`src/rtl/bus_pkg.sv`:
```
package bus_pkg;

    // Tag for address bits 31:12 of the peripheral window
    localparam logic [19:0] io_base_c = 20'h40000;

    // Register word offsets, address bits 11:2
    localparam logic [9:0] io_reg_gpio_c     = 10'd0;
    localparam logic [9:0] io_reg_scratch0_c = 10'd1;
    localparam logic [9:0] io_reg_scratch1_c = 10'd2;
    localparam logic [9:0] io_reg_scratch2_c = 10'd3;
    localparam logic [9:0] io_reg_count_c    = 10'd4; // Read only

    // One bit per byte lane, bit 0 is data[7:0]
    typedef logic [3:0] strobe_t;

endpackage

```
`src/rtl/mem_pkg.sv`:
```
package mem_pkg;

    typedef logic [31:0] addr_t;
    typedef logic [31:0] word_t;
    typedef logic [7:0]  byte_t;

    // Same codes as the RV32 load/store funct3 field
    typedef enum logic [2:0] {
        MEM_BYTE  = 3'b000,
        MEM_HALF  = 3'b001,
        MEM_WORD  = 3'b010,
        MEM_UBYTE = 3'b100,
        MEM_UHALF = 3'b101
    } mem_type_t;

    // Byte lanes touched by an access of type t at offset off
    function automatic logic [3:0] lane_mask(mem_type_t t, logic [1:0] off);
        logic [3:0] m;
        case (t)
            MEM_BYTE, MEM_UBYTE: m = 4'b0001 << off;
            MEM_HALF, MEM_UHALF: m = off[1] ? 4'b1100 : 4'b0011;
            MEM_WORD:            m = 4'b1111;
            default:             m = 4'b0000;
        endcase
        return m;
    endfunction

    // Moves store data up onto its lanes
    function automatic word_t store_shift(word_t d, mem_type_t t, logic [1:0] off);
        word_t s;
        case (t)
            MEM_BYTE: s = {24'h0, d[7:0]} << {off, 3'b000};
            MEM_HALF: s = {16'h0, d[15:0]} << {off[1], 4'h0};
            default:  s = d;
        endcase
        return s;
    endfunction

    // Unsigned types only ever read
    function automatic logic is_store_type(mem_type_t t);
        return (t == MEM_BYTE) || (t == MEM_HALF) || (t == MEM_WORD);
    endfunction

endpackage
```
`src/rtl/io_regs.sv`:
```
`timescale 1ns/100ps

module io_regs #(
    parameter int IO_WAIT = 2
) (
    input  logic             clk,
    input  logic             rst_i,
    input  logic             req_i,
    input  logic             we_i,
    input  mem_pkg::addr_t   addr_i,
    input  mem_pkg::word_t   wdata_i,
    input  bus_pkg::strobe_t strb_i,
    output logic             ack_o,
    output mem_pkg::word_t   rdata_o,
    output mem_pkg::word_t   gpio_o
);

    localparam int CW = $clog2(IO_WAIT + 2);

    typedef enum logic [1:0] {
        ST_IDLE,
        ST_WAIT,
        ST_ACK
    } state_t;

    state_t         state_q;
    logic [CW-1:0]  wait_q;
    logic [9:0]     offset;
    logic           do_access;
    mem_pkg::word_t rd_val;
    mem_pkg::word_t gpio_q;
    mem_pkg::word_t scratch_q [3];
    mem_pkg::word_t wr_count_q;

    // Write only the strobed lanes
    function automatic mem_pkg::word_t merge_lanes(mem_pkg::word_t cur,
                                                   mem_pkg::word_t nxt,
                                                   bus_pkg::strobe_t strb);
        mem_pkg::word_t res;
        int             i;
        res = cur;
        for (i = 0; i < 4; i++) begin
            if (strb[i]) begin
                res[8*i +: 8] = nxt[8*i +: 8];
            end
        end
        return res;
    endfunction

    assign offset    = addr_i[11:2];
    assign do_access = (state_q == ST_WAIT) && (wait_q == '0);
    assign gpio_o    = gpio_q;

    always_comb begin
        case (offset)
            bus_pkg::io_reg_gpio_c:     rd_val = gpio_q;
            bus_pkg::io_reg_scratch0_c: rd_val = scratch_q[0];
            bus_pkg::io_reg_scratch1_c: rd_val = scratch_q[1];
            bus_pkg::io_reg_scratch2_c: rd_val = scratch_q[2];
            bus_pkg::io_reg_count_c:    rd_val = wr_count_q;
            default:                    rd_val = '0; // Unmapped
        endcase
    end

    // Wait, access, then hold ack until req falls
    always_ff @(posedge clk) begin
        if (rst_i) begin
            state_q <= ST_IDLE;
            wait_q  <= '0;
            ack_o   <= 1'b0;
        end else begin
            case (state_q)
                ST_IDLE: begin
                    if (req_i) begin
                        wait_q  <= CW'(IO_WAIT);
                        state_q <= ST_WAIT;
                    end
                end
                ST_WAIT: begin
                    if (do_access) begin
                        ack_o   <= 1'b1;
                        state_q <= ST_ACK;
                    end else begin
                        wait_q <= wait_q - 1'b1;
                    end
                end
                ST_ACK: begin
                    if (!req_i) begin
                        ack_o   <= 1'b0;
                        state_q <= ST_IDLE;
                    end
                end
                default: state_q <= ST_IDLE;
            endcase
        end
    end

    always_ff @(posedge clk) begin
        if (rst_i) begin
            gpio_q     <= '0;
            scratch_q  <= '{default: '0};
            wr_count_q <= '0;
        end else if (do_access && we_i) begin
            wr_count_q <= wr_count_q + 1'b1; // Every IO write counts
            case (offset)
                bus_pkg::io_reg_gpio_c: begin
                    gpio_q <= merge_lanes(gpio_q, wdata_i, strb_i);
                end
                bus_pkg::io_reg_scratch0_c: begin
                    scratch_q[0] <= merge_lanes(scratch_q[0], wdata_i, strb_i);
                end
                bus_pkg::io_reg_scratch1_c: begin
                    scratch_q[1] <= merge_lanes(scratch_q[1], wdata_i, strb_i);
                end
                bus_pkg::io_reg_scratch2_c: begin
                    scratch_q[2] <= merge_lanes(scratch_q[2], wdata_i, strb_i);
                end
                default: begin
                end
            endcase
        end
    end

    // Read data, held through the ack phase
    always_ff @(posedge clk) begin
        if (do_access) begin
            rdata_o <= rd_val;
        end
    end

endmodule

```
`config.mk`:
```
export PLATFORM = sky130hd
export DESIGN_NAME = io_regs
export DESIGN_NICKNAME = d
export VERILOG_FILES = /design/src/rtl/bus_pkg.sv /design/src/rtl/mem_pkg.sv /design/src/rtl/io_regs.sv
export SDC_FILE = /design/constraint.sdc
export NUM_CORES = 1
export LEC_CHECK = 0
export CAP_MARGIN = 20
export CORE_MARGIN = 2
export CORE_UTILIZATION = 50
export CTS_CLUSTER_DIAMETER = 120
export DETAILED_ROUTE_END_ITERATION = 10
export DONT_BUFFER_PORTS = 1
export PLACE_DENSITY = 0.76
export SLEW_MARGIN = 0
export SYNTH_ARGS = -nofsm -noshare
export SYNTH_HDL_FRONTEND = slang
export SYNTH_SLANG_ARGS = --single-unit
export TNS_END_PERCENT = 1
```
`constraint.sdc`:
```
create_clock -name clk -period 5.54 [get_ports clk]
set_input_delay 0.277 -clock clk [delete_from_list [all_inputs] [get_ports clk]]
set_output_delay 0.277 -clock clk [all_outputs]
set_load 0.1 [all_outputs]
```
Word-level counts from Yosys, hierarchy flattened
Index checks and enable logic that the tools add are counted.

Add/sub/neg operators: 2. Equal/unequal tests: 10. Muxes and demuxes: 11. Reductions and logical operators: 26.

Operators with widths (count): $pmux 32 s5 (1); $reduce_and 3->1 (19); $add 32x1->32 const B (1); $eq 10x2->1 const B (2); $eq 10x1->1 const B (1); $eq 10x3->1 const B (1); $logic_not 10->1 (1); $mux 2 (5); $ne 2x2->1 const B (4); $pmux 2 s3 (1); $logic_not 2->1 (2); $pmux 2 s2 (1); $reduce_bool 2->1 (2); $eq 2x1->1 const B (1); $eq 2x2->1 const B (1); $logic_and 1x1->1 (2); $mux 1 (2); $pmux 1 s2 (1); $sub 2x1->2 const B (1).

Register bits: 197. Input bits: 72. Output and inout bits: 65. Logic and storage cells: 70.

Logic depth before layout (Yosys ltp)
Depth after elaboration: 4. Depth in mapped cells: 8. Mapped depth without buffers: 6.

Least setup slack after synthesis
OpenSTA, ideal clock, no wires.

Kind: flip-flop to flip-flop. Start point: register wait_q[0]. End point: register gpio_q[1] (netlist: gpio_o[1]). Library setup time: 0.128 ns. Data arrival time: 1.930 ns. Required time: 5.412 ns. Path slack: 3.483 ns. Stages on the path, launching flop included: 9. Buffers on the path: 2. Clock period less this slack: 2.057 ns. Cells stage by stage: dfxtp_1 inv_1 ha_1 and4b_1 clkbuf_1 buf_2 nand4_1 mux2i_1 nor2_1.

Word-level cells in the longest chain between the ends: 4.

Ends and longest elaborated chain: start: declaration (RTL line io_regs.sv:27) `logic [CW-1:0] wait_q;`; start signal: assignment (RTL line io_regs.sv:75) `wait_q <= CW'(IO_WAIT);`; start signal: assignment (RTL line io_regs.sv:84) `wait_q <= wait_q - 1'b1;`; $logic_not 2->1 (RTL line io_regs.sv:51) `assign do_access = (state_q == ST_WAIT) && (wait_q == '0);`; $logic_and 1x1->1 (RTL line io_regs.sv:51); $logic_and 1x1->1 (RTL line io_regs.sv:103) `end else if (do_access && we_i) begin`; $reduce_and 3->1 (no line); end signal: assignment (RTL line io_regs.sv:107) `gpio_q <= merge_lanes(gpio_q, wdata_i, strb_i);`; end: declaration (RTL line io_regs.sv:31) `mem_pkg::word_t gpio_q;`.

No other way between the ends. A chain may end at the register's enable or synchronous reset.

Final worst setup path
Start point: register wait_q[0]. End point: register gpio_q[19] (netlist: gpio_o[19]).

The elaborated chain is that of the path after synthesis.

==> out/metrics.cfg <==
[status]
status=finished, final reports clean

[pwr]
p_per_area_nw_per_um2=303
p_leak_nw=3.93
irDropWorstVdd_uv=177
p_total_w=0.00291

[cells_and_area]
drive_gt1_share_pct=8.85
utilization_pct=57.7
n_fill_cell=1321
diodes=0
final_area_um2=9610
syn_to_final_growth_pct=12.4
nNetsFinal=852
multi_input_area_um2=4040
ff_latch_area_um2=4260
stdcell_count=1011

[die]
die_h_um=135
core.rowCount=47
core_um2=16600
die_w_um=135
start_util_pct=51.3
io_pins=137
dieArea_um2=18200

[route]
drt_iter0_markers=561
wl_met2_um=10400
wl_met3_um=1520
drc=0
wl_per_cell_um=20.9
vias=6346
highest_layer=met4
wl_met1_um=8910
drtPass1Iterations=5
viasPerCell=6.28
wirelength_um=21200
ant_nets=0

[cts]
htreeDepth=4
cts_setup_buffers=0
clockRootBuffer=clkbuf_16
numCtsBuffers=17
clkLatencyLatePin_ps=440
clkSinkCount=197
clk_pin_slew_ps=70
cts_buffer_depth=2
cts_tree=yes

[critical_path]
crit_required_ps=5840
rr_worst_depth=6
cp_max_fo=19
slowest_stage=and4b_1
cp-start-kind=flop
cp_slowest_stage_delay_ps=750
crit_type=flop to flop
critPathCaptureType=flop
arrival_ps=3080
crit_chain=inv_1 -> ha_1 -> and4b_1 -> nand4_1 -> mux2i_1 -> nor2_1

[synthesis]
yosysSeqAreaShare_pct=49.9
synth_area_um2=8550
synth_nets=849
synth_flop_cell=dfxtp_1
yosys_register_bits=197
synth-compound-area-share_pct=6.88
synth.area.mux_share_pct=23.5
synth_enable_flop_cells=32
synth_top_family_by_area=multiplexers
synth_top_area_share_pct=38.7
synth_area_leader_cell=dfxtp_1
syn_inst=775
synth-xor-area-share_pct=0.922
synth_cell_type_count=36
synth_adder_area_share_pct=0.293
synth_area_leaders=dfxtp_1, mux2i_1, edfxtp_1
synthArstFlopShare_pct=0
yosysMostFrequentCell=dfxtp_1
ys.warnings.count=0
ys_top_cells_by_count=dfxtp_1, nor2_1, mux2i_1
synth-simple-area-share_pct=15.4
avgSynthCellArea_um2=11.0

[sta]
period_minus_slack_ps=2780
max_freq_ghz=0.360
worst_slew_pin_slew_ps=1080
setup_viol=0
finalSetupTns_ps=0
fin_crit_sh_pct=50.1
rsz0062_at_grt=false
finalHoldViolCount=0
slew_viol_final=0
slew-limit-headroom_pct=27.9
fin_worst_skew_ps=13.2

[placed_design]
dp_cells=945
dp_hpwl_um=13900
io_buffers=0
finalWeightedCongestion=0.876
placed_area_um2=8640

[grt]
grt.overflow.total=0
grt_pass1_wl_um=33100
grt.total_usage_pct=23.5
first_global_vias=6055
grt_max_degree=166
antenna_found_initial=0

[worst_hold_path]
whs_path_depth=2
hp-class=input port to flop

[job]
drv_cap=0

power by group:
group          internal, W  leakage [nW]  switching [W]
Clock             0.000747         0.299       0.000521
Combinational    0.0000433          1.98      0.0000542
Sequential         0.00147          1.65      0.0000802
what timing repair did:
action	4_1_cts	5_1_grt
endpoints found under the hold margin	165	0
gates resized for setup	0	0
hold buffers	34	0
endpoints found under the setup margin	0	0
cell type report:
type	instances	share of cell area, %
clock buffer	24	5.01
clock inverter	8	1.28
inverter	9	0.352
multi-input combinational	515	42.1
sequential	197	44.4
tap	220	2.87
timing repair buffer	38	4.04
placed cells by master, fill, tap and decap left out, types with 16 or more instances in the layout:
master	instances
dfxtp_1	165
nor2_1	142
mux2i_1	129
dlygate4sd3_1	33
mux4_2	32
a22o_1	32
edfxtp_1	32
a21oi_1	26
nand4_1	23
or4_1	18
clkbuf_16	17
nand2_1	16
path summary, 6_finish.rpt:
kind	start	to	slack, ps
max	wait_q[0]	gpio_o[19]	2760
min	wdata_i[30]	gpio_o[30]	9
max reg2reg	wait_q[0]	gpio_o[19]	2760
min reg2reg	scratch_q[90]	scratch_q[90]	490
through the flow:
| step | setup slack (ps) | hold WS [ps] |
|---|---|---|
| floorplan | 3480 | 421 |
| global placement | 3050 | 378 |
| detailed placement | 2850 | 381 |
| CTS | 2800 | 0.444 |
| global route | 2590 | 3.22 |
| finish | 2760 | 9.29 |
sequential cells by signal, indices dropped and copies added (netlist names):
signal      flops
state_q         2
scratch_q      96
wr_count_q     32
rdata_o        32
wait_q          2
gpio_o         32
ack_o           1
worst max-delay path, delay by kind of cell (launching register included):
kind / cells / cell delay, ps
adder cells (fa/ha/maj): 1 / 260
multiplexers: 1 / 390
buffers and inverters: 1 / 90
flip-flops: 1 / 330
AND/OR/NAND/NOR: 3 / 1560
metal layers:
layer,vias to the layer above,track usage [%]
met5,-,0
met4,0,7.95
met3,34,6.31
met2,262,38.5
met1,3171,30.2
li1,2879,-
logic make-up (layout without fill, tap and decap cells):
logic type                 after synthesis  after routing
AOI/OAI and AO/OA                       86             86
xor gates and xnor gates                 9              9
adders and majority gates                2              2
buffers and inverters                   63             79
DFF                                    197            197
muxes                                  161            161
and+or+nand+nor                        257            257
Power figures use the tool's default switching activity.
