`src/rtl/bus_pkg.sv`:
```
package bus_pkg;

    // Tag for address bits 31:12 of the peripheral window
    localparam logic [19:0] io_base_c = 20'h40000;

    // Register word offsets, address bits 11:2
    localparam logic [9:0] io_reg_gpio_c     = 10'd0;
    localparam logic [9:0] io_reg_scratch0_c = 10'd1;
    localparam logic [9:0] io_reg_scratch1_c = 10'd2;
    localparam logic [9:0] io_reg_scratch2_c = 10'd3;
    localparam logic [9:0] io_reg_count_c    = 10'd4; // Read only

    // One bit per byte lane, bit 0 is data[7:0]
    typedef logic [3:0] strobe_t;

endpackage

```
`src/rtl/mem_pkg.sv`:
```
package mem_pkg;

    typedef logic [31:0] addr_t;
    typedef logic [31:0] word_t;
    typedef logic [7:0]  byte_t;

    // Same codes as the RV32 load/store funct3 field
    typedef enum logic [2:0] {
        MEM_BYTE  = 3'b000,
        MEM_HALF  = 3'b001,
        MEM_WORD  = 3'b010,
        MEM_UBYTE = 3'b100,
        MEM_UHALF = 3'b101
    } mem_type_t;

    // Byte lanes touched by an access of type t at offset off
    function automatic logic [3:0] lane_mask(mem_type_t t, logic [1:0] off);
        logic [3:0] m;
        case (t)
            MEM_BYTE, MEM_UBYTE: m = 4'b0001 << off;
            MEM_HALF, MEM_UHALF: m = off[1] ? 4'b1100 : 4'b0011;
            MEM_WORD:            m = 4'b1111;
            default:             m = 4'b0000;
        endcase
        return m;
    endfunction

    // Moves store data up onto its lanes
    function automatic word_t store_shift(word_t d, mem_type_t t, logic [1:0] off);
        word_t s;
        case (t)
            MEM_BYTE: s = {24'h0, d[7:0]} << {off, 3'b000};
            MEM_HALF: s = {16'h0, d[15:0]} << {off[1], 4'h0};
            default:  s = d;
        endcase
        return s;
    endfunction

    // Unsigned types only ever read
    function automatic logic is_store_type(mem_type_t t);
        return (t == MEM_BYTE) || (t == MEM_HALF) || (t == MEM_WORD);
    endfunction

endpackage
```
`src/rtl/mem_stage.sv`:
```
`timescale 1ns/100ps

module mem_stage #(
    parameter int DEPTH_WORDS = 16384
) (
    input  logic                           clk,
    input  logic                           rst_i,
    input  logic                           mem_read_i,
    input  logic                           mem_write_i,
    input  mem_pkg::mem_type_t             mem_type_i,
    input  mem_pkg::addr_t                 addr_i,
    input  mem_pkg::word_t                 wdata_i,
    output logic [$clog2(DEPTH_WORDS)-1:0] bank_addr_o,
    output logic [3:0]                     bank_re_o,
    output logic [3:0]                     bank_we_o,
    output mem_pkg::byte_t [3:0]           bank_wdata_o,
    input  mem_pkg::byte_t [3:0]           bank_rdata_i,
    output logic                           io_req_o,
    output logic                           io_we_o,
    output mem_pkg::addr_t                 io_addr_o,
    output mem_pkg::word_t                 io_wdata_o,
    output bus_pkg::strobe_t               io_strb_o,
    input  logic                           io_ack_i,
    input  mem_pkg::word_t                 io_rdata_i,
    output logic                           stall_o,
    output logic                           load_valid_o,
    output mem_pkg::word_t                 load_data_o
);

    localparam int AW = $clog2(DEPTH_WORDS);

    typedef enum logic [1:0] {
        IO_IDLE,
        IO_REQ,
        IO_RELEASE,
        IO_DONE
    } io_state_t;

    io_state_t          io_state_q;
    io_state_t          io_state_d;
    logic               is_io;
    logic               io_access;
    logic               store_ok;
    logic [3:0]         lanes;
    mem_pkg::word_t     lane_data;
    logic               accept_load;
    logic               src_io_q;
    mem_pkg::mem_type_t type_q;
    logic [1:0]         offset_q;
    mem_pkg::word_t     io_rdata_q;
    mem_pkg::word_t     raw_word;

    // Decode and lane steering, shared by RAM and IO
    assign is_io     = (addr_i[31:12] == bus_pkg::io_base_c);
    assign io_access = is_io && (mem_read_i || mem_write_i);
    assign store_ok  = mem_write_i && mem_pkg::is_store_type(mem_type_i);
    assign lanes     = mem_pkg::lane_mask(mem_type_i, addr_i[1:0]);
    assign lane_data = mem_pkg::store_shift(wdata_i, mem_type_i, addr_i[1:0]);

    assign bank_addr_o  = addr_i[AW+1:2]; // Word index
    assign bank_re_o    = lanes & {4{mem_read_i && !is_io}};
    assign bank_we_o    = lanes & {4{store_ok && !is_io}};
    assign bank_wdata_o = lane_data;

    // Source holds the access steady while stalled
    assign io_req_o   = (io_state_q == IO_REQ);
    assign io_we_o    = store_ok;
    assign io_addr_o  = addr_i;
    assign io_wdata_o = lane_data;
    assign io_strb_o  = lanes;

    // Four-phase sequencer
    always_comb begin
        io_state_d = io_state_q;
        case (io_state_q)
            IO_IDLE: begin
                if (io_access) begin
                    io_state_d = IO_REQ;
                end
            end
            IO_REQ: begin
                if (io_ack_i) begin
                    io_state_d = IO_RELEASE; // Data sampled this edge
                end
            end
            IO_RELEASE: begin
                if (!io_ack_i) begin
                    io_state_d = IO_DONE;
                end
            end
            default: io_state_d = IO_IDLE; // DONE lasts one cycle
        endcase
    end

    assign stall_o = (io_state_q == IO_REQ) || (io_state_q == IO_RELEASE) ||
                     ((io_state_q == IO_IDLE) && io_access);

    // RAM loads go straight through, IO loads land in DONE
    assign accept_load = mem_read_i && !stall_o;

    always_ff @(posedge clk) begin
        if (rst_i) begin
            io_state_q   <= IO_IDLE;
            load_valid_o <= 1'b0;
        end else begin
            io_state_q   <= io_state_d;
            load_valid_o <= accept_load;
        end
    end

    // Context of the load in flight
    always_ff @(posedge clk) begin
        if (accept_load) begin
            type_q   <= mem_type_i;
            offset_q <= addr_i[1:0];
            src_io_q <= is_io;
        end
        if (io_req_o && io_ack_i) begin
            io_rdata_q <= io_rdata_i;
        end
    end

    assign raw_word = src_io_q ? io_rdata_q : bank_rdata_i;

    load_align load_align_i (
        .raw_i    (raw_word),
        .type_i   (type_q),
        .offset_i (offset_q),
        .data_o   (load_data_o)
    );

endmodule

```
`src/rtl/load_align.sv`:
```
`timescale 1ns/100ps

module load_align (
    input  mem_pkg::word_t     raw_i,
    input  mem_pkg::mem_type_t type_i,
    input  logic [1:0]         offset_i,
    output mem_pkg::word_t     data_o
);

    mem_pkg::byte_t sel_byte;
    logic [15:0]    sel_half;

    // Pick out the addressed lane(s)
    always_comb begin
        case (offset_i)
            2'd0:    sel_byte = raw_i[7:0];
            2'd1:    sel_byte = raw_i[15:8];
            2'd2:    sel_byte = raw_i[23:16];
            default: sel_byte = raw_i[31:24];
        endcase
        sel_half = offset_i[1] ? raw_i[31:16] : raw_i[15:0]; // Bit 0 ignored
    end

    always_comb begin
        case (type_i)
            mem_pkg::MEM_BYTE:  data_o = {{24{sel_byte[7]}}, sel_byte};
            mem_pkg::MEM_UBYTE: data_o = {24'h0, sel_byte};
            mem_pkg::MEM_HALF:  data_o = {{16{sel_half[15]}}, sel_half};
            mem_pkg::MEM_UHALF: data_o = {16'h0, sel_half};
            default:            data_o = raw_i; // Full word
        endcase
    end

endmodule

```
`config.mk`:
```
export PLATFORM = sky130hd
export DESIGN_NAME = mem_stage
export DESIGN_NICKNAME = d
export VERILOG_FILES = /design/src/rtl/bus_pkg.sv /design/src/rtl/mem_pkg.sv /design/src/rtl/mem_stage.sv /design/src/rtl/load_align.sv
export SDC_FILE = /design/constraint.sdc
export NUM_CORES = 1
export LEC_CHECK = 0
export ABC_AREA = 1
export BUFFER_PORTS_ARGS = -buffer_cell sky130_fd_sc_hd__buf_2
export CORE_AREA = 2 2 114 116
export DETAILED_ROUTE_END_ITERATION = 16
export DIE_AREA = 0 0 116 118
export PLACE_DENSITY_LB_ADDON = 0.15
export RECOVER_POWER = 50
export SETUP_SLACK_MARGIN = 0.2
export SYNTH_ARGS = -nofsm -noshare
export SYNTH_HDL_FRONTEND = slang
export SYNTH_SLANG_ARGS = --single-unit
```
`constraint.sdc`:
```
create_clock -name clk -period 3.9 [get_ports clk]
set_clock_uncertainty 0.05 [all_clocks]
set_input_delay 0.78 -clock clk [delete_from_list [all_inputs] [get_ports clk]]
set_output_delay 0.78 -clock clk [all_outputs]
set_load 0.03 [all_outputs]
```
# Word-level counts from Yosys, hierarchy flattened
# Index checks and enable logic that the tools add are counted.
op_classes:
  n_addsub: 0
  n_mul: 0
  div_mod_pow: 0
  order_cmp: 0
  eq_ne: 15
  shift: 3
  n_mux: 11
  bitwise: 2
  n_reduce_logical: 21
op_table:
  columns: ["cell", "count"]
  rows:
  - ["$pmux 32 s4", 1]
  - ["$pmux 32 s2", 1]
  - ["$mux 32", 1]
  - ["$shl 16x5->32", 1]
  - ["$shl 8x5->32", 1]
  - ["$pmux 8 s3", 1]
  - ["$eq 20x19->1 const B", 1]
  - ["$mux 16", 1]
  - ["$eq 3x3->1 const B", 4]
  - ["$pmux 4 s3", 1]
  - ["$and 4x4->4", 2]
  - ["$logic_and 1x1->1", 7]
  - ["$eq 3x1->1 const B", 2]
  - ["$logic_not 3->1", 2]
  - ["$mux 2", 3]
  - ["$pmux 2 s3", 1]
  - ["$logic_or 1x1->1", 5]
  - ["$eq 2x1->1 const B", 2]
  - ["$eq 2x2->1 const B", 2]
  - ["$logic_not 2->1", 2]
  - ["$mux 4", 1]
  - ["$ne 2x2->1 const B", 2]
  - ["$reduce_or 2->1", 2]
  - ["$shl 1x2->4 const A", 1]
  - ["4 further kinds", 5]
word_totals:
  ff_bits: 41
  latchBits: 0
  ramBits: 0
  romBits: 0
  inputBits: 136
  out_inout_bits: 158
  elab_cells: 58
  n_memories: 0

# Longest topological paths before layout
# Gate-level depths: netlist of the first run.
logic_depth:
  ltp_word: 6
  depth_mapped: 10
  mapped_depth_nobuf: 9

# Hierarchy
# A second synthesis of the first run with hierarchy kept.
hier_totals:
  hier_cells: 529
  hier_area_um2: 3933.8
modules_own_cells:
  columns: ["module", "instances", "cells_per_inst", "area_each_um2", "seq_area_each_um2"]
  rows:
  - ["mem_stage", 1, 337, 3037.9, 1201.2]
  - ["load_align", 1, 192, 895.9, 0.0]

# Least setup slack after synthesis of the first run
# Ideal clock, no wire load.
synth_timing:
  path_kind: "input port to output port"
  from: "input port mem_type_i[1]"
  to: "output port io_wdata_o[26]"
  arrival_time_ps: 2468
  required_ps: 3070
  slack_ps: 602
  path_stages: 9
  n_path_buf: 2
  path_cell_list: "inv_1 nand2_1 nor2_1 inv_2 buf_2 o21ai_1 inv_1 o21ai_0 buf_4"
synth_rtl:
  columns: ["element", "line_no", "text"]
  rows:
  - ["start: declaration", "mem_stage.sv:10", "input mem_pkg::mem_type_t mem_type_i,"]
  - ["end: declaration", "mem_stage.sv:21", "output mem_pkg::word_t io_wdata_o,"]

# Worst setup path in the final report of the first run
layout_timing:
  from: "register type_q[1]"
  to: "output port load_data_o[4]"
layout_between:
  elab_chain_len: 2
  elab_cells_between_ends: 5
  classes_between: "eq/ne (3); mux (1); reduce/logical (1)"
layout_lines:
  columns: ["element", "line_no", "text"]
  rows:
  - ["start: declaration", "mem_stage.sv:48", "mem_pkg::mem_type_t type_q;"]
  - ["start signal: assignment", "mem_stage.sv:114", "type_q <= mem_type_i;"]
  - ["$eq 3x3->1 (tied with other cells)", "load_align.sv:25", "case (type_i)"]
  - ["$pmux 32 s4 (*)", "load_align.sv:25", null]
  - ["end: declaration", "mem_stage.sv:27", "output mem_pkg::word_t load_data_o"]
# Every way passes the cells marked *; elsewhere a longest branch is shown, timed or not.

==> reports/results.env, run 1 <==
CRIT_PATH_START_KIND='flip-flop'
POSTSYNTHREGISTERBITS=41
WORSTHOLDPATHCELLS=2
YOSYSSEQAREASHARE_PCT=32.1
CP_COMMON_CELL='sky130_fd_sc_hd__nand2_1'
GRT_OVERFLOW=0
GRT.TOTAL_USAGE_PCT=17.0
HPWL_UM=10100
ANTENNA_LEFT=0
CTS_MAX_LEVEL=2
POST-ROUTE-DRC-COUNT=0
CRITPATHMAXFANOUT=12
DIE_W_UM=116
POWER.DENSITY_CELL_AREA_nW_PER_UM2=534
GRT_PASS1_VIAS=3714
MAX_CAP_VIOL_COUNT=1
IRDROPWORSTVDD_uV=243
DRT_WL_TOTAL_UM=12300
CTSRESIZECOUNT=0
GRT_PASS1_WL_UM=18500
SYN_STD_CELL_AREA_UM2=3740
FMAX_MHz=297
TIMING.FINAL.SETUP_VIOLATIONS=0
WORST_SETUP_HOLD_PATH_CLK_SLEW_NS=0.06
PATH_CLASS='reg2out'
GPL.FINAL_WEIGHTED_CONGESTION=0.938
INITIAL_UTILIZATION_PCT=30.1
WORST_EP_ARRIVAL_TIME_NS=2.53
YOSYS_WARNING_COUNT=0
MULTI_INPUT_COMB_AREA_UM2=1580
MOSTFREQUENTLAYOUTCELL='sky130_fd_sc_hd__buf_2'
TIMING.CRITICAL_PATH.CELLS='clkinv_1 -> nand2_1 -> nand2_1 -> inv_1 -> a221oi_1 -> buf_2'
DPL.CELL_COUNT=833
INSERTEDDIODECOUNT=0
PERIOD_NEEDED_NS=3.36
ANTENNA_FOUND_INITIAL=0
WORST_R2R_PATH_CELLS=5
SYN2LAYOUT_AREA_GROWTH_PCT=25.7
RUN_STATUS='complete, but fails checks'
SETUP_TNS_NS=0
TRITONCTS='done'
AVGROUTEDWIREPERCELL_UM=14.6
SYN_AVG_CELL_AREA_UM2=7.59
POST_CTS_HOLD_BUFFER_COUNT=0
ROWS=41
IO_BUFFERS=263
SYNTH_TOP_AREA_CELLS='sky130_fd_sc_hd__edfxtp_1 (31%), sky130_fd_sc_hd__buf_4 (16%), sky130_fd_sc_hd__nand3_1 (7.1%), sky130_fd_sc_hd__nand2_1 (7.0%), sky130_fd_sc_hd__inv_1 (5.6%)'
TIMING.CRITICAL_PATH.DEPTH=6
SEQUENTIAL_CELL_AREA_UM2=1200
CORE_AREA_UM2=12400
YS_TYPES=34
DIE_H_UM=118
FLOORPLAN.DIE_AREA_UM2=13700
TIMING_MAX_TRANSITION_VIOLATIONS_FINAL=33
WORST_PIN_SLEW_NS=1.83
TIMING.FINAL.HOLD_VIOLATIONS=0
NUM_IO_PINS=294
VIAS=3875
DRT_FIRST_PASS_ITERS=5
MAX_SLEW_MARGIN_PCT=-21.7
CLK_LATENCY_NS=0.28
FAILED_CHECKS='max-capacitance violations, max-slew violations'
LAYOUT.CELLS.NON_FILLER=841
LEAKAGEPOWER_nW=2.40
CLOCKROOTBUFFER='sky130_fd_sc_hd__clkbuf_16'
RSZ0062_AT_GRT='false'
DETAIL_ROUTE.VIAS_PER_CELL=4.61
POSTSYNTHNETCOUNT=633
CRITICAL_PATH.N_BUFFERS_INVERTERS=3
CRIT_PATH_TOP_DELAY_CELL='sky130_fd_sc_hd__edfxtp_1'
HOLDCRITPATHCLASS='reg2reg'
POSTCTSSETUPBUFFERS=0
N_FILL_CELL=1377
WORST-R2R-SETUP-SLACK_NS=1.41
TIMING.CRITICAL_PATH.SLOWEST_CELL_DELAY_NS=0.69
CRITICAL-PATH-TOP-DELAY-FAMILY='buffers and inverters'
CP.REQUIRED_NS=3.07
SYNTHESIS.INSTANCES=493
NNETSFINAL=808
LAYOUT-DRIVE-GT1-SHARE_PCT=40.5
GRT_MAX_DEGREE=34
FIRST_ITER_VIOLATIONS=168
CLOCK_SINK_COUNT=41
TIMING.CRITICAL_PATH.TO_TYPE='primary output'
SYNTH_LARGEST_TYPE_AREA_FRACTION_PCT=30.5
NUMCTSBUFFERS=5
LAYOUT.CELLS.MOST_COMMON_LIST='sky130_fd_sc_hd__buf_2 (234), sky130_fd_sc_hd__nand2_1 (70), sky130_fd_sc_hd__inv_1 (56)'
TIMING.FINAL.CRIT_SHARE_PCT=86.2
SYNTH_TOP_CELL_BY_AREA='sky130_fd_sc_hd__edfxtp_1'
CTSLONGESTPATHBUFFERS=2
==> worst reg2reg max path, stage by stage (launching register included) <==
cell and delay (ns):
sky130_fd_sc_hd__dfxtp_1 0.34, sky130_fd_sc_hd__inv_1 0.08, sky130_fd_sc_hd__ha_1 0.18, sky130_fd_sc_hd__nand2_1 0.06, sky130_fd_sc_hd__inv_1 0.04, sky130_fd_sc_hd__clkbuf_1 1.30
==> state kept, by name (all words and copies together) (netlist names) <==
signal / count
io_rdata_q: 32
io_state_q: 2
type_q: 3
load_valid_o: 1
src_io_q: 1
offset_q: 2
==> path summary, 6_finish.rpt <==
kind | startpoint | endpoint
max | type_q[1] | load_data_o[4]
min reg2reg | io_state_q[0] | io_state_q[0]
max reg2reg | io_state_q[1] | io_rdata_q[11]
min | io_state_q[0] | io_state_q[0]
==> layer usage <==
metal	GRT usage, %	share of wire (%)
met1	19.7	40
met2	31.6	51
met3	3.35	7.3
met4	3.57	1.1
met5	0	0
==> logic make-up (layout without fill, tap and decap cells) <==
| logic type | Yosys count | in the layout | synth area share [%] |
|---|---|---|---|
| adder cells (fa/ha/maj) | 4 | 4 | 1.34 |
| AO/OA/AOI/OAI | 105 | 105 | 18.1 |
| multiplexers | 10 | 10 | 2.68 |
| AND/OR/NAND/NOR | 171 | 171 | 20.0 |
| flip-flops | 41 | 41 | 32.1 |
| buffers and inverters | 162 | 338 | 25.8 |
==> cell usage after synthesis <==
cell type,n
sky130_fd_sc_hd__a21oi_1,4
sky130_fd_sc_hd__a221oi_1,5
sky130_fd_sc_hd__a221oi_2,2
sky130_fd_sc_hd__a32oi_1,1
sky130_fd_sc_hd__buf_1,1
sky130_fd_sc_hd__buf_2,2
sky130_fd_sc_hd__buf_4,80
sky130_fd_sc_hd__buf_6,7
sky130_fd_sc_hd__clkbuf_1,10
sky130_fd_sc_hd__clkinv_1,1
sky130_fd_sc_hd__dfxtp_1,3
sky130_fd_sc_hd__edfxtp_1,38
sky130_fd_sc_hd__ha_1,4
sky130_fd_sc_hd__inv_1,56
sky130_fd_sc_hd__inv_2,5
sky130_fd_sc_hd__mux2i_1,10
sky130_fd_sc_hd__nand2_1,70
sky130_fd_sc_hd__nand2_2,3
sky130_fd_sc_hd__nand3_1,53
sky130_fd_sc_hd__nand3_2,1
sky130_fd_sc_hd__nand4_1,1
sky130_fd_sc_hd__nor2_1,35
sky130_fd_sc_hd__nor2_4,1
sky130_fd_sc_hd__nor3_1,3
sky130_fd_sc_hd__nor3_2,1
sky130_fd_sc_hd__o211ai_1,7
sky130_fd_sc_hd__o211ai_2,9
sky130_fd_sc_hd__o21ai_0,38
sky130_fd_sc_hd__o21ai_1,28
sky130_fd_sc_hd__o21ai_2,3
sky130_fd_sc_hd__o21bai_1,1
sky130_fd_sc_hd__o22ai_1,7
sky130_fd_sc_hd__or2_1,1
sky130_fd_sc_hd__or2_2,2
==> cell type report <==
type / count / area share [%]
repair buffers: 268 / 27.9
flip-flops and latches: 41 / 25.6
inverters: 62 / 4.95
clock inverters: 2 / 0.719
multi-input cells: 290 / 33.5
clock buffers: 6 / 2.74
well taps: 172 / 4.58
==> where the power goes <==
group          internal [mW]  total (mW)  leakage [nW]  switching, mW
clock network          0.300       0.464        0.0785          0.164
registers              0.577       0.629         0.374         0.0518
logic                  0.409        1.42          1.95           1.01
==> metrics by stage <==
| stage | utilization [%] | hold slack (ns) | instance area [µm²] | power [mW] | setup slack [ns] |
|---|---|---|---|---|---|
| after global routing | 37.9 | 0.528 | 4700 | 2.68 | 0.356 |
| after CTS | 38.2 | 0.501 | 4740 | 2.55 | 0.524 |
| final | 37.9 | 0.492 | 4700 | 2.51 | 0.538 |
| after global placement | 36.9 | 0.473 | 4580 | 2.06 | 0.816 |
| after detailed placement | 36.9 | 0.493 | 4580 | 2.07 | 0.761 |
| after floorplan | - | 0.453 | 3740 | 1.75 | 0.602 |
Note: power is estimated with default switching activity, not from simulation.
==> run 2: changes to the inputs <==
--- a/config.mk
+++ b/config.mk
@@ -7,11 +7,13 @@
 export LEC_CHECK = 0
 export ABC_AREA = 1
 export BUFFER_PORTS_ARGS = -buffer_cell sky130_fd_sc_hd__buf_2
-export CORE_AREA = 2 2 114 116
+export CORE_AREA = 2 2 116 118
+export CTS_BUF_LIST = sky130_fd_sc_hd__clkbuf_4
 export DETAILED_ROUTE_END_ITERATION = 16
-export DIE_AREA = 0 0 116 118
-export PLACE_DENSITY_LB_ADDON = 0.15
+export DIE_AREA = 0 0 118 120
+export PLACE_DENSITY = 0.63
 export RECOVER_POWER = 50
+export REMOVE_ABC_BUFFERS = 1
 export SETUP_SLACK_MARGIN = 0.2
 export SYNTH_ARGS = -nofsm -noshare
 export SYNTH_HDL_FRONTEND = slang
==> reports/results.env, run 2 (synthesis results as in run 1) <==
RUN_STATUS='complete, but fails checks'
FAILED_CHECKS='max-capacitance violations, max-slew violations'
MAX_CAP_VIOL_COUNT=1
LEAKAGEPOWER_nW=2.37
NUM_IO_PINS=294
HOLDCRITPATHCLASS='reg2reg'
TOP_REGISTER='io_rdata_q'
POST_CTS_HOLD_BUFFER_COUNT=0
CTSLONGESTPATHBUFFERS=2
GRT_MAX_DEGREE=34
DIE_H_UM=120
IRDROPWORSTVDD_uV=122
CP.REQUIRED_NS=3.07
ANTENNA_FOUND_INITIAL=0
POSTLAYOUTSETUPSLACKWORST_NS=0.582
ROWS=42
LARGEST_REGISTERS='io_rdata_q x32, type_q x3'
DETAIL_ROUTE.VIAS_PER_CELL=4.64
WORST_SETUP_HOLD_PATH_CLK_SLEW_NS=0.13
SETUP_TNS_NS=0
CP_COMMON_CELL='sky130_fd_sc_hd__nand2_1'
CRIT_PATH_TOP_DELAY_CELL='sky130_fd_sc_hd__edfxtp_1'
FLOORPLAN.DIE_AREA_UM2=14200
FINALINSTANCEAREA_UM2=4610
LAYOUT.CELLS.MOST_COMMON_LIST='sky130_fd_sc_hd__buf_2 (234), sky130_fd_sc_hd__nand2_1 (70), sky130_fd_sc_hd__inv_1 (56)'
FIRST_ITER_VIOLATIONS=264
CLOCK_SINK_COUNT=41
GRT_PASS1_VIAS=3783
HPWL_UM=11300
POWER.DENSITY_CELL_AREA_nW_PER_UM2=492
CLOCKROOTBUFFER='sky130_fd_sc_hd__clkbuf_4'
GRT_OVERFLOW=0
LAYOUT-DRIVE-GT1-SHARE_PCT=40.7
AVGROUTEDWIREPERCELL_UM=16.3
CLK_LATENCY_NS=0.36
WORSTHOLDPATHCELLS=2
SWSHARE_PCT=53.5
PERIOD_NEEDED_NS=3.32
TIMING.FINAL.HOLD_VIOLATIONS=0
TIMING_MAX_TRANSITION_VIOLATIONS_FINAL=33
CRITPATHMAXFANOUT=26
INITIAL_UTILIZATION_PCT=28.8
CTSRESIZECOUNT=0
MOSTFREQUENTLAYOUTCELL='sky130_fd_sc_hd__buf_2'
PLACEMENT.CELL_AREA_UM2=4600
CTS_MAX_LEVEL=2
ANTENNA_LEFT=0
TIMING.FINAL.SETUP_VIOLATIONS=0
SEQUENTIALPOWERSHARE_PCT=27.0
WORST_EP_ARRIVAL_TIME_NS=2.49
PRE_CTS_SLACK_NS=0.678
DRT_FIRST_PASS_ITERS=4
TIMING.FINAL.CRIT_SHARE_PCT=85.1
POWER.SHARE.COMBINATIONAL_PCT=63.8
POST-ROUTE-DRC-COUNT=0
SYN2LAYOUT_AREA_GROWTH_PCT=23.4
TRITONCTS='done'
RSZ0062_AT_GRT='false'
WORST_R2R_PATH_CELLS=5
MAX_SLEW_MARGIN_PCT=-18.2
INSERTEDDIODECOUNT=0
IO_BUFFERS=263
CORE_AREA_UM2=13000
GRT.TOTAL_USAGE_PCT=18.6
CELL_INTERNAL_PWR_mW=1.05
POSTCTSSETUPBUFFERS=0
NNETSFINAL=810
TIMING.CRITICAL_PATH.SLOWEST_CELL_DELAY_NS=0.56
FMAX_MHz=301
TIMING.CRITICAL_PATH.TO_TYPE='primary output'
PATH_CLASS='reg2out'
DIE_W_UM=118
CLOCK_POWER_SHARE_PCT=9.2
HOLD_WS_NS=0.512
DRT_WL_TOTAL_UM=13800
CRIT_PATH_START_KIND='flip-flop'
SWITCHINGPOWER_mW=1.21
TIMING.CRITICAL_PATH.CELLS='buf_4 -> nand2_1 -> o21ai_0 -> o21ai_1 -> nand2_1 -> nand2_1 -> nand2_4 -> o211ai_2 -> buf_2'
GRT_PASS1_WL_UM=20300
VIAS=3931
NUMCTSBUFFERS=5
WORST_PIN_SLEW_NS=1.77
GPL.FINAL_WEIGHTED_CONGESTION=0.842
LARGEST_REGISTER_FFS=32
[run 2: cell count changes in the layout (fill, tap and decap cells not counted), sizes merged]
cell | previous run | this run
bufinv | 1 | 0
clkinv | 2 | 4
clkbuf | 36 | 35
buf | 238 | 240
[run 2: layer usage]
| layer | vias up | share of wire (%) | track usage (%) | wire length [µm] |
|---|---|---|---|---|
| li1 | 1937 | - | - | - |
| met1 | 1765 | 36 | 18.6 | 4900 |
| met2 | 213 | 54 | 37.2 | 7440 |
| met3 | 16 | 8.4 | 5.47 | 1160 |
| met4 | 0 | 2.0 | 5.05 | 274 |
| met5 | - | 0 | 0 | 0 |
[run 2: stage by stage]
stage | power, mW | cells | util [%]
finish | 2.27 | 847 | 35.5
CTS | 2.30 | 847 | 35.8
global route | 2.42 | 847 | 35.5
detailed placement | 2.08 | 839 | 35.4
floorplan | 1.58 | 393 | -
global placement | 2.07 | 839 | 35.4
[run 2: worst max-delay path, delay by kind of cell (launching register included)]
family / cells / cell delay, ns
simple gates: 4 / 0.53
compound gates: 3 / 0.42
buf+inv: 2 / 0.58
flops: 1 / 0.56
[run 2: power by group through the flow]
| stage | registers [mW] | logic, mW | clock network (mW) |
|---|---|---|---|
| 6_report | 0.611 | 1.45 | 0.209 |
| 5_1_grt | 0.624 | 1.56 | 0.236 |
| 4_1_cts | 0.610 | 1.47 | 0.223 |
| 2_1_floorplan | 0.646 | 0.929 | 0 |
| 3_3_place_gp | 0.619 | 1.45 | 0 |
| 3_5_place_dp | 0.621 | 1.46 | 0 |
[run 2: final cells by class]
class | instances | area [µm²]
clock buffers | 5 | 37.5
repair buffers | 270 | 1330
fillers | 1449 | 8370
well taps | 176 | 220
flip-flops and latches | 41 | 1200
clock inverters | 3 | 12.5
multi-input cells | 290 | 1580
inverters | 62 | 233
[run 2: path summary, 6_finish.rpt]
kind / endpoint / slack [ns] / from
worst max-delay path: load_data_o[19] / 0.58 / src_io_q
worst min-delay path: io_state_q[0] / 0.51 / io_state_q[0]
worst max register to register: io_rdata_q[5] / 1.44 / io_state_q[1]
worst min register to register: io_state_q[0] / 0.51 / io_state_q[0]
==> run 3: changes to the inputs <==
--- a/config.mk
+++ b/config.mk
@@ -7,11 +7,10 @@
 export LEC_CHECK = 0
 export ABC_AREA = 1
 export BUFFER_PORTS_ARGS = -buffer_cell sky130_fd_sc_hd__buf_2
-export CORE_AREA = 2 2 116 118
-export CTS_BUF_LIST = sky130_fd_sc_hd__clkbuf_4
+export CORE_AREA = 2 2 114 116
 export DETAILED_ROUTE_END_ITERATION = 16
-export DIE_AREA = 0 0 118 120
-export PLACE_DENSITY = 0.63
+export DIE_AREA = 0 0 116 118
+export PLACE_DENSITY = 0.65
 export RECOVER_POWER = 50
 export REMOVE_ABC_BUFFERS = 1
 export SETUP_SLACK_MARGIN = 0.2
==> reports/results.env, run 3 (synthesis results as in run 1) <==
RUN_STATUS='completed'
NNETSFINAL=810
ANTENNA_FOUND_INITIAL=1
POSTLAYOUTSETUPSLACKWORST_NS=0.483
CLK_LATENCY_NS=0.28
RSZ0062_AT_GRT='false'
WORST_PIN_SLEW_NS=0.971
SWSHARE_PCT=50.2
LAYOUT.CELLS.MOST_COMMON_LIST='sky130_fd_sc_hd__buf_2 (229), sky130_fd_sc_hd__nand2_1 (70), sky130_fd_sc_hd__inv_1 (56)'
PATH_CLASS='in2out'
M1WIRELENGTH_UM=4610
POWER.SHARE.COMBINATIONAL_PCT=58.1
CORE_AREA_UM2=12400
INITIAL_UTILIZATION_PCT=30.1
MET2_LENGTH_UM=7370
WL_MET3_UM=1460
FIRST_ITER_VIOLATIONS=250
CP.REQUIRED_NS=3.07
CLOCKROOTBUFFER='sky130_fd_sc_hd__clkbuf_16'
CELL_INTERNAL_PWR_mW=1.21
TIMING.FINAL.SETUP_VIOLATIONS=0
ROWS=41
GRT_OVERFLOW=0
GRT_MAX_DEGREE=34
MOSTFREQUENTLAYOUTCELL='sky130_fd_sc_hd__buf_2'
CLOCK_POWER_SHARE_PCT=16.1
ROUTE.TOP_LAYER_USED='met4'
TOTALPOWERFINAL_mW=2.44
MAX_SLEW_MARGIN_PCT=35.3
WORSTHOLDPATHCELLS=2
LARGEST_REGISTER_FFS=32
CTS_MAX_LEVEL=2
TIMING.CRITICAL_PATH.TO_TYPE='primary output'
WORST-R2R-SETUP-SLACK_NS=1.63
TIMING_MAX_TRANSITION_VIOLATIONS_FINAL=0
TIMING.CRITICAL_PATH.SLOWEST_CELL_DELAY_NS=0.70
DRT_FIRST_PASS_ITERS=5
DIE_H_UM=118
POST-ROUTE-UTIL_PCT=37.7
WORST_SETUP_HOLD_PATH_CLK_SLEW_NS=0.06
IO_BUFFERS=263
IRDROPWORSTVDD_uV=142
POST_CTS_HOLD_BUFFER_COUNT=0
POST-ROUTE-DRC-COUNT=0
TOP_REGISTER='io_rdata_q'
INSERTEDDIODECOUNT=0
WORST_EP_ARRIVAL_TIME_NS=2.59
SEQUENTIALPOWERSHARE_PCT=25.8
CTSLONGESTPATHBUFFERS=2
AVGROUTEDWIREPERCELL_UM=16.5
DETAIL_ROUTE.VIAS_PER_CELL=4.69
CRITPATHMAXFANOUT=22
TIMING.FINAL.HOLD_VIOLATIONS=0
TRITONCTS='done'
FMAX_MHz=293
SWITCHINGPOWER_mW=1.22
SETUP_TNS_NS=0
PRE_CTS_SLACK_NS=0.645
ANTENNA_LEFT=0
PERIOD_NEEDED_NS=3.42
FLOORPLAN.DIE_AREA_UM2=13700
GRT_PASS1_WL_UM=20300
LARGEST_REGISTERS='io_rdata_q x32, type_q x3'
POSTCTSSETUPBUFFERS=0
DRT_WL_TOTAL_UM=13900
NUM_IO_PINS=294
TIMING.FINAL.CRIT_SHARE_PCT=87.6
CRIT_PATH_START_KIND='primary input'
VIAS=3951
POWER.DENSITY_CELL_AREA_nW_PER_UM2=520
HPWL_UM=11500
NUMCTSBUFFERS=5
CRITICAL_PATH.N_BUFFERS_INVERTERS=4
DIE_W_UM=116
CLOCK_SINK_COUNT=41
LAYOUT-DRIVE-GT1-SHARE_PCT=39.9
CRIT_PATH_TOP_DELAY_CELL='sky130_fd_sc_hd__clkbuf_1'
GRT.TOTAL_USAGE_PCT=19.4
HOLDCRITPATHCLASS='reg2reg'
SYN2LAYOUT_AREA_GROWTH_PCT=25.3
MAX_CAP_VIOL_COUNT=0
CRITICAL-PATH-TOP-DELAY-FAMILY='buffers and inverters'
LEAKAGEPOWER_nW=2.38
GRT_PASS1_VIAS=3825
WORST_R2R_PATH_CELLS=5
TIMING.CRITICAL_PATH.CELLS='clkbuf_1 -> inv_1 -> buf_4 -> o21ai_0 -> buf_2'
CTSRESIZECOUNT=0
GPL.FINAL_WEIGHTED_CONGESTION=0.873
TIMING.CRITICAL_PATH.DEPTH=5
[run 3: changes by cell type in the layout (fill, tap and decap cells not counted), sizes merged]
cell    before  now
buf        240  235
clkbuf      35   40
[run 3: worst register-to-register path, cell delays in order, from the launching register on]
cell and delay, ns:
sky130_fd_sc_hd__dfxtp_1 0.34, sky130_fd_sc_hd__inv_1 0.08, sky130_fd_sc_hd__ha_1 0.18, sky130_fd_sc_hd__nand2_1 0.06, sky130_fd_sc_hd__inv_1 0.66, sky130_fd_sc_hd__clkbuf_1 0.52
[run 3: worst paths after layout]
| check | from | end |
|---|---|---|
| max | addr_i[1] | bank_wdata_o[18] |
| min reg2reg | io_state_q[0] | io_state_q[0] |
| min | io_state_q[0] | io_state_q[0] |
| max reg2reg | io_state_q[1] | io_rdata_q[28] |
[run 3: power groups by stage]
stage	combinational [mW]	sequential, mW	clock, mW
final	1.42	0.629	0.391
after CTS	1.44	0.632	0.409
after global routing	1.52	0.641	0.426
after detailed placement	1.43	0.641	0
after floorplan	0.929	0.646	0
after global placement	1.43	0.639	0
[run 3: stage by stage]
step / area, µm² / hold WS, ns / cells
final: 4680 / 0.502 / 843
after global routing: 4680 / 0.517 / 843
after CTS: 4730 / 0.502 / 843
after detailed placement: 4590 / 0.494 / 835
after global placement: 4590 / 0.482 / 835
after floorplan: 3010 / 0.453 / 393
[run 3: cell type report]
type	instances	area, µm²
clock buffer	5	125
clock inverter	3	12.5
fill	1432	7730
inverter	62	233
multi-input combinational	290	1580
sequential	41	1200
tap	172	215
timing repair buffer	270	1320
[run 3: per-layer routing]
layer / GRT usage (%) / vias up
met3: 6.33 / 22
met4: 7.59 / 0
li1: - / 1939
met1: 18.2 / 1761
met2: 37.6 / 229
met5: 1.18 / -
